**config.mk**
```make
export PLATFORM = sky130hd
export DESIGN_NAME = ising_core
export DESIGN_NICKNAME = d
export VERILOG_FILES = /design/src/rtl/ising_pkg.sv /design/src/rtl/ising_core.sv /design/src/rtl/ising_spin_array.sv /design/src/rtl/ising_anneal_ctrl.sv /design/src/rtl/ising_weight_loader.sv /design/src/rtl/ising_reg_if.sv /design/src/rtl/ising_l1_mem.sv
export SDC_FILE = /design/constraint.sdc
export NUM_CORES = 1
export LEC_CHECK = 0
export BUFFER_PORTS_ARGS = -buffer_cell sky130_fd_sc_hd__buf_2
export CORE_MARGIN = 2
export CORE_UTILIZATION = 60
export DETAILED_ROUTE_END_ITERATION = 12
export PLACE_DENSITY = 0.82
export SYNTH_ARGS = -nofsm -noshare
export SYNTH_HDL_FRONTEND = slang
export SYNTH_SLANG_ARGS = --single-unit
```
**constraint.sdc**
```tcl
create_clock -name clk_i -period 6.2 [get_ports clk_i]
set_input_delay 0.62 -clock clk_i [delete_from_list [all_inputs] [get_ports clk_i]]
set_output_delay 0.62 -clock clk_i [all_outputs]
set_load 0.005 [all_outputs]
```
**src/rtl/ising_pkg.sv**
```systemverilog
package ising_pkg;

    // Operating mode where debug runs like compute
    typedef enum logic [1:0] {
        MODE_IDLE    = 2'd0,
        MODE_LOAD    = 2'd1,
        MODE_COMPUTE = 2'd2,
        MODE_DEBUG   = 2'd3
    } mode_e;

    // Host register map
    typedef enum logic [2:0] {
        REG_MODE      = 3'd0,
        REG_SPIN_INIT = 3'd1,
        REG_ITER      = 3'd2,
        REG_START     = 3'd3,
        REG_STATUS    = 3'd4,
        REG_RESULT    = 3'd5
    } reg_addr_e;

    // Host memory target
    typedef enum logic {
        MEM_J = 1'b0,
        MEM_H = 1'b1
    } mem_sel_e;

    localparam int DEF_NUM_SPIN = 4;
    localparam int DEF_BIT_J    = 4;
    localparam int DEF_BIT_H    = 4;

    localparam int REG_DATA_W   = 16;
    localparam int ITER_W       = 8;

endpackage
```
**src/rtl/ising_core.sv**
```systemverilog
`timescale 1ns/1ps

module ising_core #(
    parameter int  NUM_SPIN = ising_pkg::DEF_NUM_SPIN,
    parameter int  BIT_J    = ising_pkg::DEF_BIT_J,
    parameter int  BIT_H    = ising_pkg::DEF_BIT_H,
    localparam int ROW_W    = NUM_SPIN * BIT_J,
    localparam int MAW      = $clog2(NUM_SPIN)
) (
    input  logic                             clk_i,
    input  logic                             rst_n_i,
    input  logic                             mem_we_i,
    input  logic                             mem_sel_i,
    input  logic [MAW-1:0]                   mem_addr_i,
    input  logic [ROW_W-1:0]                 mem_wdata_i,
    input  logic                             reg_we_i,
    input  logic [2:0]                       reg_addr_i,
    input  logic [ising_pkg::REG_DATA_W-1:0] reg_wdata_i,
    output logic [ising_pkg::REG_DATA_W-1:0] reg_rdata_o
);

    localparam int AW = $clog2(NUM_SPIN + 1);

    ising_pkg::mode_e             mode;
    logic [NUM_SPIN-1:0]          spin_init;
    logic [ising_pkg::ITER_W-1:0] iter;
    logic                         start;
    logic                         load_done;
    logic                         busy;
    logic                         done;
    logic [NUM_SPIN-1:0]          result;
    logic                         result_we;
    logic                         j_we;
    logic                         h_we;
    logic                         rd_en;
    logic [AW-1:0]                rd_addr;
    logic [ROW_W-1:0]             j_rd_data;
    logic [ROW_W-1:0]             h_rd_data;
    logic                         w_en;
    logic [AW-1:0]                w_addr;
    logic [ROW_W-1:0]             w_data;
    logic                         spin_wen;
    logic [NUM_SPIN-1:0]          wr_spin;
    logic                         compute_en;
    logic                         spin_vld;
    logic                         spin_rdy;
    logic [NUM_SPIN-1:0]          spin;

    //////////////////////////////////////////////////////////////////////
    // Host-written coupling and bias memories
    //////////////////////////////////////////////////////////////////////
    assign j_we = mem_we_i && (mem_sel_i == ising_pkg::MEM_J);
    assign h_we = mem_we_i && (mem_sel_i == ising_pkg::MEM_H);

    ising_l1_mem #(.DEPTH(NUM_SPIN), .WIDTH(ROW_W)) j_mem (
        .clk_i     (clk_i),
        .rst_n_i   (rst_n_i),
        .we_i      (j_we),
        .waddr_i   (mem_addr_i),
        .wdata_i   (mem_wdata_i),
        .rd_en_i   (rd_en),
        .rd_addr_i (rd_addr[MAW-1:0]),
        .rd_data_o (j_rd_data)
    );

    // Single h row
    ising_l1_mem #(.DEPTH(1), .WIDTH(ROW_W)) h_mem (
        .clk_i     (clk_i),
        .rst_n_i   (rst_n_i),
        .we_i      (h_we),
        .waddr_i   (1'b0),
        .wdata_i   (mem_wdata_i),
        .rd_en_i   (rd_en),
        .rd_addr_i (1'b0),
        .rd_data_o (h_rd_data)
    );

    //////////////////////////////////////////////////////////////////////
    // Registers, loader, controller and spin array
    //////////////////////////////////////////////////////////////////////
    ising_reg_if #(.NUM_SPIN(NUM_SPIN)) u_reg_if (
        .clk_i       (clk_i),
        .rst_n_i     (rst_n_i),
        .reg_we_i    (reg_we_i),
        .reg_addr_i  (reg_addr_i),
        .reg_wdata_i (reg_wdata_i),
        .load_done_i (load_done),
        .busy_i      (busy),
        .done_i      (done),
        .result_i    (result),
        .result_we_i (result_we),
        .reg_rdata_o (reg_rdata_o),
        .mode_o      (mode),
        .spin_init_o (spin_init),
        .iter_o      (iter),
        .start_o     (start)
    );

    ising_weight_loader #(.NUM_SPIN(NUM_SPIN), .BIT_J(BIT_J), .BIT_H(BIT_H)) u_loader (
        .clk_i       (clk_i),
        .rst_n_i     (rst_n_i),
        .mode_i      (mode),
        .j_rd_data_i (j_rd_data),
        .h_rd_data_i (h_rd_data),
        .rd_en_o     (rd_en),
        .rd_addr_o   (rd_addr),
        .w_en_o      (w_en),
        .w_addr_o    (w_addr),
        .w_data_o    (w_data),
        .load_done_o (load_done)
    );

    ising_anneal_ctrl #(.NUM_SPIN(NUM_SPIN)) u_anneal_ctrl (
        .clk_i        (clk_i),
        .rst_n_i      (rst_n_i),
        .mode_i       (mode),
        .start_i      (start),
        .spin_init_i  (spin_init),
        .iter_i       (iter),
        .spin_vld_i   (spin_vld),
        .spin_i       (spin),
        .spin_wen_o   (spin_wen),
        .wr_spin_o    (wr_spin),
        .compute_en_o (compute_en),
        .spin_rdy_o   (spin_rdy),
        .busy_o       (busy),
        .done_o       (done),
        .result_o     (result),
        .result_we_o  (result_we)
    );

    ising_spin_array #(.NUM_SPIN(NUM_SPIN), .BIT_J(BIT_J), .BIT_H(BIT_H)) u_spin_array (
        .clk_i        (clk_i),
        .rst_n_i      (rst_n_i),
        .w_en_i       (w_en),
        .w_addr_i     (w_addr),
        .w_data_i     (w_data),
        .spin_wen_i   (spin_wen),
        .wr_spin_i    (wr_spin),
        .compute_en_i (compute_en),
        .spin_rdy_i   (spin_rdy),
        .spin_vld_o   (spin_vld),
        .spin_o       (spin)
    );

endmodule

```
**src/rtl/ising_spin_array.sv**
```systemverilog
`timescale 1ns/1ps

module ising_spin_array #(
    parameter int  NUM_SPIN = 4,
    parameter int  BIT_J    = 4,
    parameter int  BIT_H    = 4,
    localparam int ROW_W    = NUM_SPIN * BIT_J,
    localparam int AW       = $clog2(NUM_SPIN + 1)
) (
    input  logic                clk_i,
    input  logic                rst_n_i,
    input  logic                w_en_i,
    input  logic [AW-1:0]       w_addr_i,
    input  logic [ROW_W-1:0]    w_data_i,
    input  logic                spin_wen_i,
    input  logic [NUM_SPIN-1:0] wr_spin_i,
    input  logic                compute_en_i,
    input  logic                spin_rdy_i,
    output logic                spin_vld_o,
    output logic [NUM_SPIN-1:0] spin_o
);

    localparam int H_W = NUM_SPIN * BIT_H;
    // Room for h plus NUM_SPIN-1 signed terms
    localparam int FW  = ((BIT_J > BIT_H) ? BIT_J : BIT_H) + $clog2(NUM_SPIN) + 2;

    logic [ROW_W-1:0]    j_q [NUM_SPIN];
    logic [H_W-1:0]      h_q;
    logic [NUM_SPIN-1:0] next_spin;

    //////////////////////////////////////////////////////////////////////
    // Local field evaluation
    //////////////////////////////////////////////////////////////////////
    always_comb begin
        logic signed [FW-1:0] acc;
        logic signed [FW-1:0] term;
        for (int i = 0; i < NUM_SPIN; i++) begin
            acc = FW'(signed'(h_q[i*BIT_H +: BIT_H]));
            for (int j = 0; j < NUM_SPIN; j++) begin
                term = FW'(signed'(j_q[i][j*BIT_J +: BIT_J]));
                // Diagonal does not couple a spin to itself
                if (j != i) begin
                    acc = spin_o[j] ? acc + term : acc - term;
                end
            end
            // Zero field counts as +1
            next_spin[i] = ~acc[FW-1];
        end
    end

    //////////////////////////////////////////////////////////////////////
    // Weight, spin and handshake registers
    //////////////////////////////////////////////////////////////////////
    always_ff @(posedge clk_i or negedge rst_n_i) begin
        if (!rst_n_i) begin
            j_q        <= '{default: '0};
            h_q        <= '0;
            spin_o     <= '0;
            spin_vld_o <= 1'b0;
        end else begin
            if (w_en_i) begin
                for (int r = 0; r < NUM_SPIN; r++) begin
                    if (w_addr_i == AW'(r)) j_q[r] <= w_data_i;
                end
                if (w_addr_i == AW'(NUM_SPIN)) h_q <= w_data_i[H_W-1:0];
            end
            if (spin_wen_i) begin
                spin_o <= wr_spin_i;
            end else if (compute_en_i) begin
                spin_o <= next_spin;
            end
            // Result stays valid until the controller takes it
            if (compute_en_i) begin
                spin_vld_o <= 1'b1;
            end else if (spin_rdy_i) begin
                spin_vld_o <= 1'b0;
            end
        end
    end

endmodule

```
**src/rtl/ising_anneal_ctrl.sv**
```systemverilog
`timescale 1ns/1ps

module ising_anneal_ctrl #(
    parameter int NUM_SPIN = 4
) (
    input  logic                          clk_i,
    input  logic                          rst_n_i,
    input  ising_pkg::mode_e              mode_i,
    input  logic                          start_i,
    input  logic [NUM_SPIN-1:0]           spin_init_i,
    input  logic [ising_pkg::ITER_W-1:0]  iter_i,
    input  logic                          spin_vld_i,
    input  logic [NUM_SPIN-1:0]           spin_i,
    output logic                          spin_wen_o,
    output logic [NUM_SPIN-1:0]           wr_spin_o,
    output logic                          compute_en_o,
    output logic                          spin_rdy_o,
    output logic                          busy_o,
    output logic                          done_o,
    output logic [NUM_SPIN-1:0]           result_o,
    output logic                          result_we_o
);

    typedef enum logic [2:0] {
        AN_IDLE,
        AN_WRITE,
        AN_SWEEP,
        AN_WAIT,
        AN_DONE
    } an_state_e;

    an_state_e                    state_q;
    logic [ising_pkg::ITER_W-1:0] cnt_q;
    logic [NUM_SPIN-1:0]          init_q;
    logic                         run_mode;
    logic                         start_ok;
    logic                         cnt_zero;

    assign run_mode = (mode_i == ising_pkg::MODE_COMPUTE) || (mode_i == ising_pkg::MODE_DEBUG);
    assign start_ok = start_i && run_mode && !busy_o;
    assign cnt_zero = (cnt_q == '0);

    always_ff @(posedge clk_i or negedge rst_n_i) begin
        if (!rst_n_i) begin
            state_q <= AN_IDLE;
            cnt_q   <= '0;
        end else begin
            case (state_q)
                AN_IDLE, AN_DONE: begin
                    if (start_ok) begin
                        state_q <= AN_WRITE;
                        cnt_q   <= iter_i;
                    end
                end
                AN_WRITE: state_q <= AN_SWEEP;
                AN_SWEEP: begin
                    if (cnt_zero) begin
                        state_q <= AN_DONE;
                    end else begin
                        cnt_q   <= cnt_q - 1'b1;
                        state_q <= AN_WAIT;
                    end
                end
                AN_WAIT: if (spin_vld_i) state_q <= AN_SWEEP;
                default: state_q <= AN_IDLE;
            endcase
        end
    end

    // Snapshot of the initial spins for this job
    always_ff @(posedge clk_i) begin
        if (start_ok) begin
            init_q <= spin_init_i;
        end
    end

    assign spin_wen_o   = (state_q == AN_WRITE);
    assign wr_spin_o    = init_q;
    assign compute_en_o = (state_q == AN_SWEEP) && !cnt_zero;
    assign spin_rdy_o   = (state_q == AN_WAIT);
    // Array already holds the final vector when the count runs out
    assign result_we_o  = (state_q == AN_SWEEP) && cnt_zero;
    assign result_o     = spin_i;
    assign busy_o       = (state_q == AN_WRITE) || (state_q == AN_SWEEP) || (state_q == AN_WAIT);
    assign done_o       = (state_q == AN_DONE);

endmodule

```
**src/rtl/ising_weight_loader.sv**
```systemverilog
`timescale 1ns/1ps

module ising_weight_loader #(
    parameter int  NUM_SPIN = 4,
    parameter int  BIT_J    = 4,
    parameter int  BIT_H    = 4,
    localparam int ROW_W    = NUM_SPIN * BIT_J,
    localparam int AW       = $clog2(NUM_SPIN + 1)
) (
    input  logic                clk_i,
    input  logic                rst_n_i,
    input  ising_pkg::mode_e    mode_i,
    input  logic [ROW_W-1:0]    j_rd_data_i,
    input  logic [ROW_W-1:0]    h_rd_data_i,
    output logic                rd_en_o,
    output logic [AW-1:0]       rd_addr_o,
    output logic                w_en_o,
    output logic [AW-1:0]       w_addr_o,
    output logic [ROW_W-1:0]    w_data_o,
    output logic                load_done_o
);

    localparam int H_W = NUM_SPIN * BIT_H;

    typedef enum logic [1:0] {
        LD_IDLE,
        LD_READ,
        LD_DONE
    } ld_state_e;

    ld_state_e     state_q;
    logic [AW-1:0] cnt_q;
    logic          last_rd;

    assign rd_en_o   = (state_q == LD_READ);
    assign rd_addr_o = cnt_q;
    assign last_rd   = (cnt_q == AW'(NUM_SPIN));

    always_ff @(posedge clk_i or negedge rst_n_i) begin
        if (!rst_n_i) begin
            state_q     <= LD_IDLE;
            cnt_q       <= '0;
            w_en_o      <= 1'b0;
            w_addr_o    <= '0;
            load_done_o <= 1'b0;
        end else begin
            // Array write trails its memory read by one cycle
            w_en_o   <= rd_en_o;
            w_addr_o <= cnt_q;
            if (mode_i != ising_pkg::MODE_LOAD) begin
                load_done_o <= 1'b0;
            end else if (w_en_o && w_addr_o == AW'(NUM_SPIN)) begin
                load_done_o <= 1'b1;
            end
            case (state_q)
                LD_IDLE: if (mode_i == ising_pkg::MODE_LOAD) state_q <= LD_READ;
                LD_READ: begin
                    cnt_q <= last_rd ? '0 : cnt_q + 1'b1;
                    if (last_rd) state_q <= LD_DONE;
                end
                // Rearm only once the host has left load mode
                LD_DONE: if (mode_i != ising_pkg::MODE_LOAD) state_q <= LD_IDLE;
                default: state_q <= LD_IDLE;
            endcase
        end
    end

    // Last address is the h row zero extended to row width
    assign w_data_o = (w_addr_o == AW'(NUM_SPIN)) ? ROW_W'(h_rd_data_i[H_W-1:0]) : j_rd_data_i;

endmodule

```
**src/rtl/ising_reg_if.sv**
```systemverilog
`timescale 1ns/1ps

module ising_reg_if #(
    parameter int NUM_SPIN = 4
) (
    input  logic                              clk_i,
    input  logic                              rst_n_i,
    input  logic                              reg_we_i,
    input  logic [2:0]                        reg_addr_i,
    input  logic [ising_pkg::REG_DATA_W-1:0]  reg_wdata_i,
    input  logic                              load_done_i,
    input  logic                              busy_i,
    input  logic                              done_i,
    input  logic [NUM_SPIN-1:0]               result_i,
    input  logic                              result_we_i,
    output logic [ising_pkg::REG_DATA_W-1:0]  reg_rdata_o,
    output ising_pkg::mode_e                  mode_o,
    output logic [NUM_SPIN-1:0]               spin_init_o,
    output logic [ising_pkg::ITER_W-1:0]      iter_o,
    output logic                              start_o
);

    localparam int DW = ising_pkg::REG_DATA_W;

    logic [NUM_SPIN-1:0] result_q;

    always_ff @(posedge clk_i or negedge rst_n_i) begin
        if (!rst_n_i) begin
            mode_o      <= ising_pkg::MODE_IDLE;
            spin_init_o <= '0;
            iter_o      <= '0;
            start_o     <= 1'b0;
            result_q    <= '0;
        end else begin
            // Start is a single-cycle strobe
            start_o <= 1'b0;
            if (result_we_i) begin
                result_q <= result_i;
            end
            if (reg_we_i) begin
                case (ising_pkg::reg_addr_e'(reg_addr_i))
                    ising_pkg::REG_MODE:      mode_o <= ising_pkg::mode_e'(reg_wdata_i[1:0]);
                    ising_pkg::REG_SPIN_INIT: spin_init_o <= reg_wdata_i[NUM_SPIN-1:0];
                    ising_pkg::REG_ITER:      iter_o <= reg_wdata_i[ising_pkg::ITER_W-1:0];
                    ising_pkg::REG_START:     start_o <= reg_wdata_i[0];
                    default: ;
                endcase
            end
        end
    end

    // Combinational readback
    always_comb begin
        case (ising_pkg::reg_addr_e'(reg_addr_i))
            ising_pkg::REG_MODE:      reg_rdata_o = DW'(mode_o);
            ising_pkg::REG_SPIN_INIT: reg_rdata_o = DW'(spin_init_o);
            ising_pkg::REG_ITER:      reg_rdata_o = DW'(iter_o);
            ising_pkg::REG_STATUS:    reg_rdata_o = DW'({done_i, busy_i, load_done_i});
            ising_pkg::REG_RESULT:    reg_rdata_o = DW'(result_q);
            default:                  reg_rdata_o = '0;
        endcase
    end

endmodule

```
**src/rtl/ising_l1_mem.sv**
```systemverilog
`timescale 1ns/1ps

module ising_l1_mem #(
    parameter int  DEPTH = 4,
    parameter int  WIDTH = 16,
    localparam int AW    = (DEPTH > 1) ? $clog2(DEPTH) : 1
) (
    input  logic             clk_i,
    input  logic             rst_n_i,
    input  logic             we_i,
    input  logic [AW-1:0]    waddr_i,
    input  logic [WIDTH-1:0] wdata_i,
    input  logic             rd_en_i,
    input  logic [AW-1:0]    rd_addr_i,
    output logic [WIDTH-1:0] rd_data_o
);

    logic [WIDTH-1:0] rows [DEPTH];

    // Rows start at zero so an unloaded array sees zero weights
    always_ff @(posedge clk_i or negedge rst_n_i) begin
        if (!rst_n_i) begin
            rows      <= '{default: '0};
            rd_data_o <= '0;
        end else begin
            for (int r = 0; r < DEPTH; r++) begin
                if (we_i && waddr_i == AW'(r)) begin
                    rows[r] <= wdata_i;
                end
            end
            // Registered read with data valid the cycle after rd_en
            if (rd_en_i) begin
                for (int r = 0; r < DEPTH; r++) begin
                    if (rd_addr_i == AW'(r)) begin
                        rd_data_o <= rows[r];
                    end
                end
            end
        end
    end

endmodule

```
==> summary.txt <==
Clock tree
  • Number of buffers created by CTS: 24
  • Post-CTS setup buffers: 0
  • CTS tree: built
  • Post-CTS sizing: 0
  • Skew-Pair Late Insertion Delay: 0.51 ns
  • Post-cts hold buffer count: 0
  • H-tree depth: 1
  • Clk root buf: clkbuf_16
  • Clock sink count: approximately 230
  • Clock slew at reported path FFs: 0.06 ns
  • CTS Buffer Depth: 3

Synthesis
  • Ranking of synthesized cells by area: dfrtp_1, mux2_2, ha_1
  • Yosys reg bits: about 230
  • EDFF count, synth: 4
  • Synth top area share: 42.6%
  • Area leader, netlist: dfrtp_1
  • Seq/Total Area, Yosys: 43.5%
  • Mean area per synthesized cell: 9.95 um^2
  • Mapped Area: 13000 um^2
  • Async SR Flop Fraction: 98.2%
  • Yosys cell types: 50
  • Top-count cell post-synth: dfrtp_1
  • Post-synthesis cell count: 1304
  • Synth Flop Type: dfrtp_1
  • Synth Warn #: 0
  • Synth top cells by count: dfrtp_1, a21oi_1, nor2_1, mux2_2, nand2_1

Floorplanning
  • Die width: ~150 um
  • Core box area: 21200 um^2
  • Die Ht: around 150 um
  • Site Rows: 53
  • Starting Density: between 60 and 70%
  • Io pins: 58
  • Die ar.: 22800 um^2

Detailed routing
  • WL final: ~27000 um
  • Routed Antenna Nets: 0
  • First DRT Iteration DRCs: 468
  • Routed wire length per instance: 16.9 um
  • Vias per cell: 5.86
  • DRT Pass-1 Iters: 5
  • DR DRC count: 0
  • Vias after detailed routing: 9507

Hold path
  • Worst hold path class: input port to asynchronous set/reset pin

Worst setup path
  • FF-to-FF Start: u_spin_array.spin_o[0]$_DFFE_PN0P_
  • Worst setup EP type: flop
  • Critical path class: flop to flop
  • Worst setup SP type: flop
  • FF-to-FF setup slack: about 1.2 ns
  • WP data arrival: 5.47 ns
  • Worst-path maximum fanout: 20
  • CP required: around 6.6 ns
  • R2R depth: 18
  • Worst R2R End: u_spin_array.spin_o[2]$_DFFE_PN0P_

STA
  • Fin. Hold Viols: 0
  • Worst-margin pin slew: 1.16 ns
  • Post-layout min period: slightly above 5 ns
  • Slew margin rel.: 22.8%
  • Slew Viols, Final: 0
  • Maximum achievable frequency: a little under 0.2 GHz
  • Clk_skew: approximately 0.0069 ns
  • Setup TNS: 0 ns
  • Final setup violation count: 0
  • RSZ-0062 raised after global routing: no
  • Final Cycle Share: 81.2%

Finish
  • Ant diodes: 0
  • Finished Layout Cells: ~1.6k
  • Fraction of layout cells with a size suffix above 1: 18.2%
  • Fillers: between 1.5k and 2k
  • Nets: between 1k and 1.5k
  • Area grow syn2layout: 9.74%
  • Final Cell Area: 14200 um^2

Global routing
  • Grt total ovfl: 0
  • Largest net degree at the start of global routing: 101
  • First-pass GRT wire length: 46200 um
  • Gr usage total: about a quarter
  • Antenna violations before repair: 0
  • Vias in the first global route: 9577

Placement
  • RePlAce Congestion: around 0.88
  • Dpl hpwl: ~20000 um
  • Placed insts: 1580
  • Area after DPL: 13400 um^2
  • Buffers on Ports: between 40 and 50

Run status
  • Status: complete, no violations

Run
  • Maxcap violations: 0
==> per-layer routing <==
| metal | wire length [um] | part of all wire [%] | track usage, % |
|---|---|---|---|
| met1 | 11800 | 43 | 32.7 |
| met5 | 0 | 0 | 0 |
| met2 | 13500 | 49 | 43.3 |
| met4 | 906 | 3.3 | 9.21 |
| met3 | 1130 | 4.1 | 3.07 |
==> how the worst max path moves through the flow <==
stage	startpoint	endpoint	slack (ns)	cells after the start
4_1_cts	u_spin_array.spin_o[0]$_DFFE_PN0P_	u_spin_array.spin_o[2]$_DFFE_PN0P_	1.20	18
3_3_place_gp	u_spin_array.spin_o[0]$_DFFE_PN0P_	u_spin_array.spin_o[3]$_DFFE_PN0P_	1.39	18
6_report	u_spin_array.spin_o[0]$_DFFE_PN0P_	u_spin_array.spin_o[2]$_DFFE_PN0P_	1.17	18
3_5_place_dp	u_spin_array.spin_o[0]$_DFFE_PN0P_	u_spin_array.spin_o[3]$_DFFE_PN0P_	1.31	18
5_1_grt	u_spin_array.spin_o[0]$_DFFE_PN0P_	u_spin_array.spin_o[2]$_DFFE_PN0P_	0.84	18
2_1_floorplan	u_spin_array.spin_o[0]$_DFFE_PN0P_	u_spin_array.spin_o[2]$_DFFE_PN0P_	1.65	20
==> logic make-up after synthesis <==
logic type      Yosys count  share of synthesized area, %
fa+ha+maj                97                          9.81
mux                     180                          15.1
xor+xnor                 44                          2.97
simple gates            363                          12.7
flops                   225                          43.5
compound gates          269                          11.8
buf+inv                 125                          4.11
other cells               1                        0.0289
==> through the flow <==
step	util (%)	setup WS (ns)	hold WS, ns
floorplan	-	1.65	0.324
global placement	63.2	1.39	0.413
detailed placement	63.2	1.31	0.427
CTS	67.3	1.20	0.156
global route	67.3	0.841	0.184
finish	67.3	1.17	0.122
==> worst max-delay path: stages (launching register included) <==
cell,delay [ns]
dfrtp_1,0.77
mux2_2,0.29
inv_1,0.05
fa_1,0.44
nor2b_1,0.18
o31a_1,0.20
mux2i_1,0.33
nor2_1,0.14
ha_1,0.26
or3_1,0.35
a21o_1,0.18
a21oi_1,0.14
ha_1,0.27
a21oi_1,0.14
o21ai_0,0.12
or3_1,0.39
a211o_1,0.29
a211oi_1,0.26
nand3b_1,0.14
==> cells in the final DEF (no fill, tap or decap), types with 12 or more instances in the layout <==
cell type,instances
dfrtp_1,221
clkbuf_16,25
buf_2,40
nor2_1,142
ha_1,89
xor2_1,20
inv_1,67
mux2_2,124
a21o_1,16
mux2i_1,56
nor2b_1,18
o21ai_0,62
nand4_1,12
a21oi_1,145
xnor2_1,24
nand2_1,105
or2_2,16
nor3_1,22
==> final cells by class <==
class | instances | area [um^2] | share of cell area [%]
Clock buffer | 36 | 747 | 5.25
Clock inverter | 7 | 116 | 0.817
Inverter | 67 | 251 | 1.77
Multi-Input combinational cell | 961 | 6830 | 48.0
Sequential cell | 225 | 5650 | 39.7
Tap cell | 275 | 344 | 2.42
Timing Repair Buffer | 52 | 298 | 2.09
==> registers in the layout, indices dropped and copies added (netlist names), 3 cells and up <==
signal and count:
u_spin_array.spin_o 4, u_spin_array.j_q 48, u_reg_if.iter_o 8, h_mem.rd_data_o 16, u_loader.w_addr_o 3, u_loader.rd_addr_o 3, u_reg_if.result_q 4, u_anneal_ctrl.wr_spin_o 4
u_reg_if.spin_init_o 4, j_mem.rd_data_o 16, u_anneal_ctrl.state_q 3, j_mem.rows 64, h_mem.rows 16, u_spin_array.h_q 16, u_anneal_ctrl.cnt_q 8
Power is left out: the tool's default activity adds up to more than one toggle a clock period on the data nets, which glitch-free logic cannot reach.
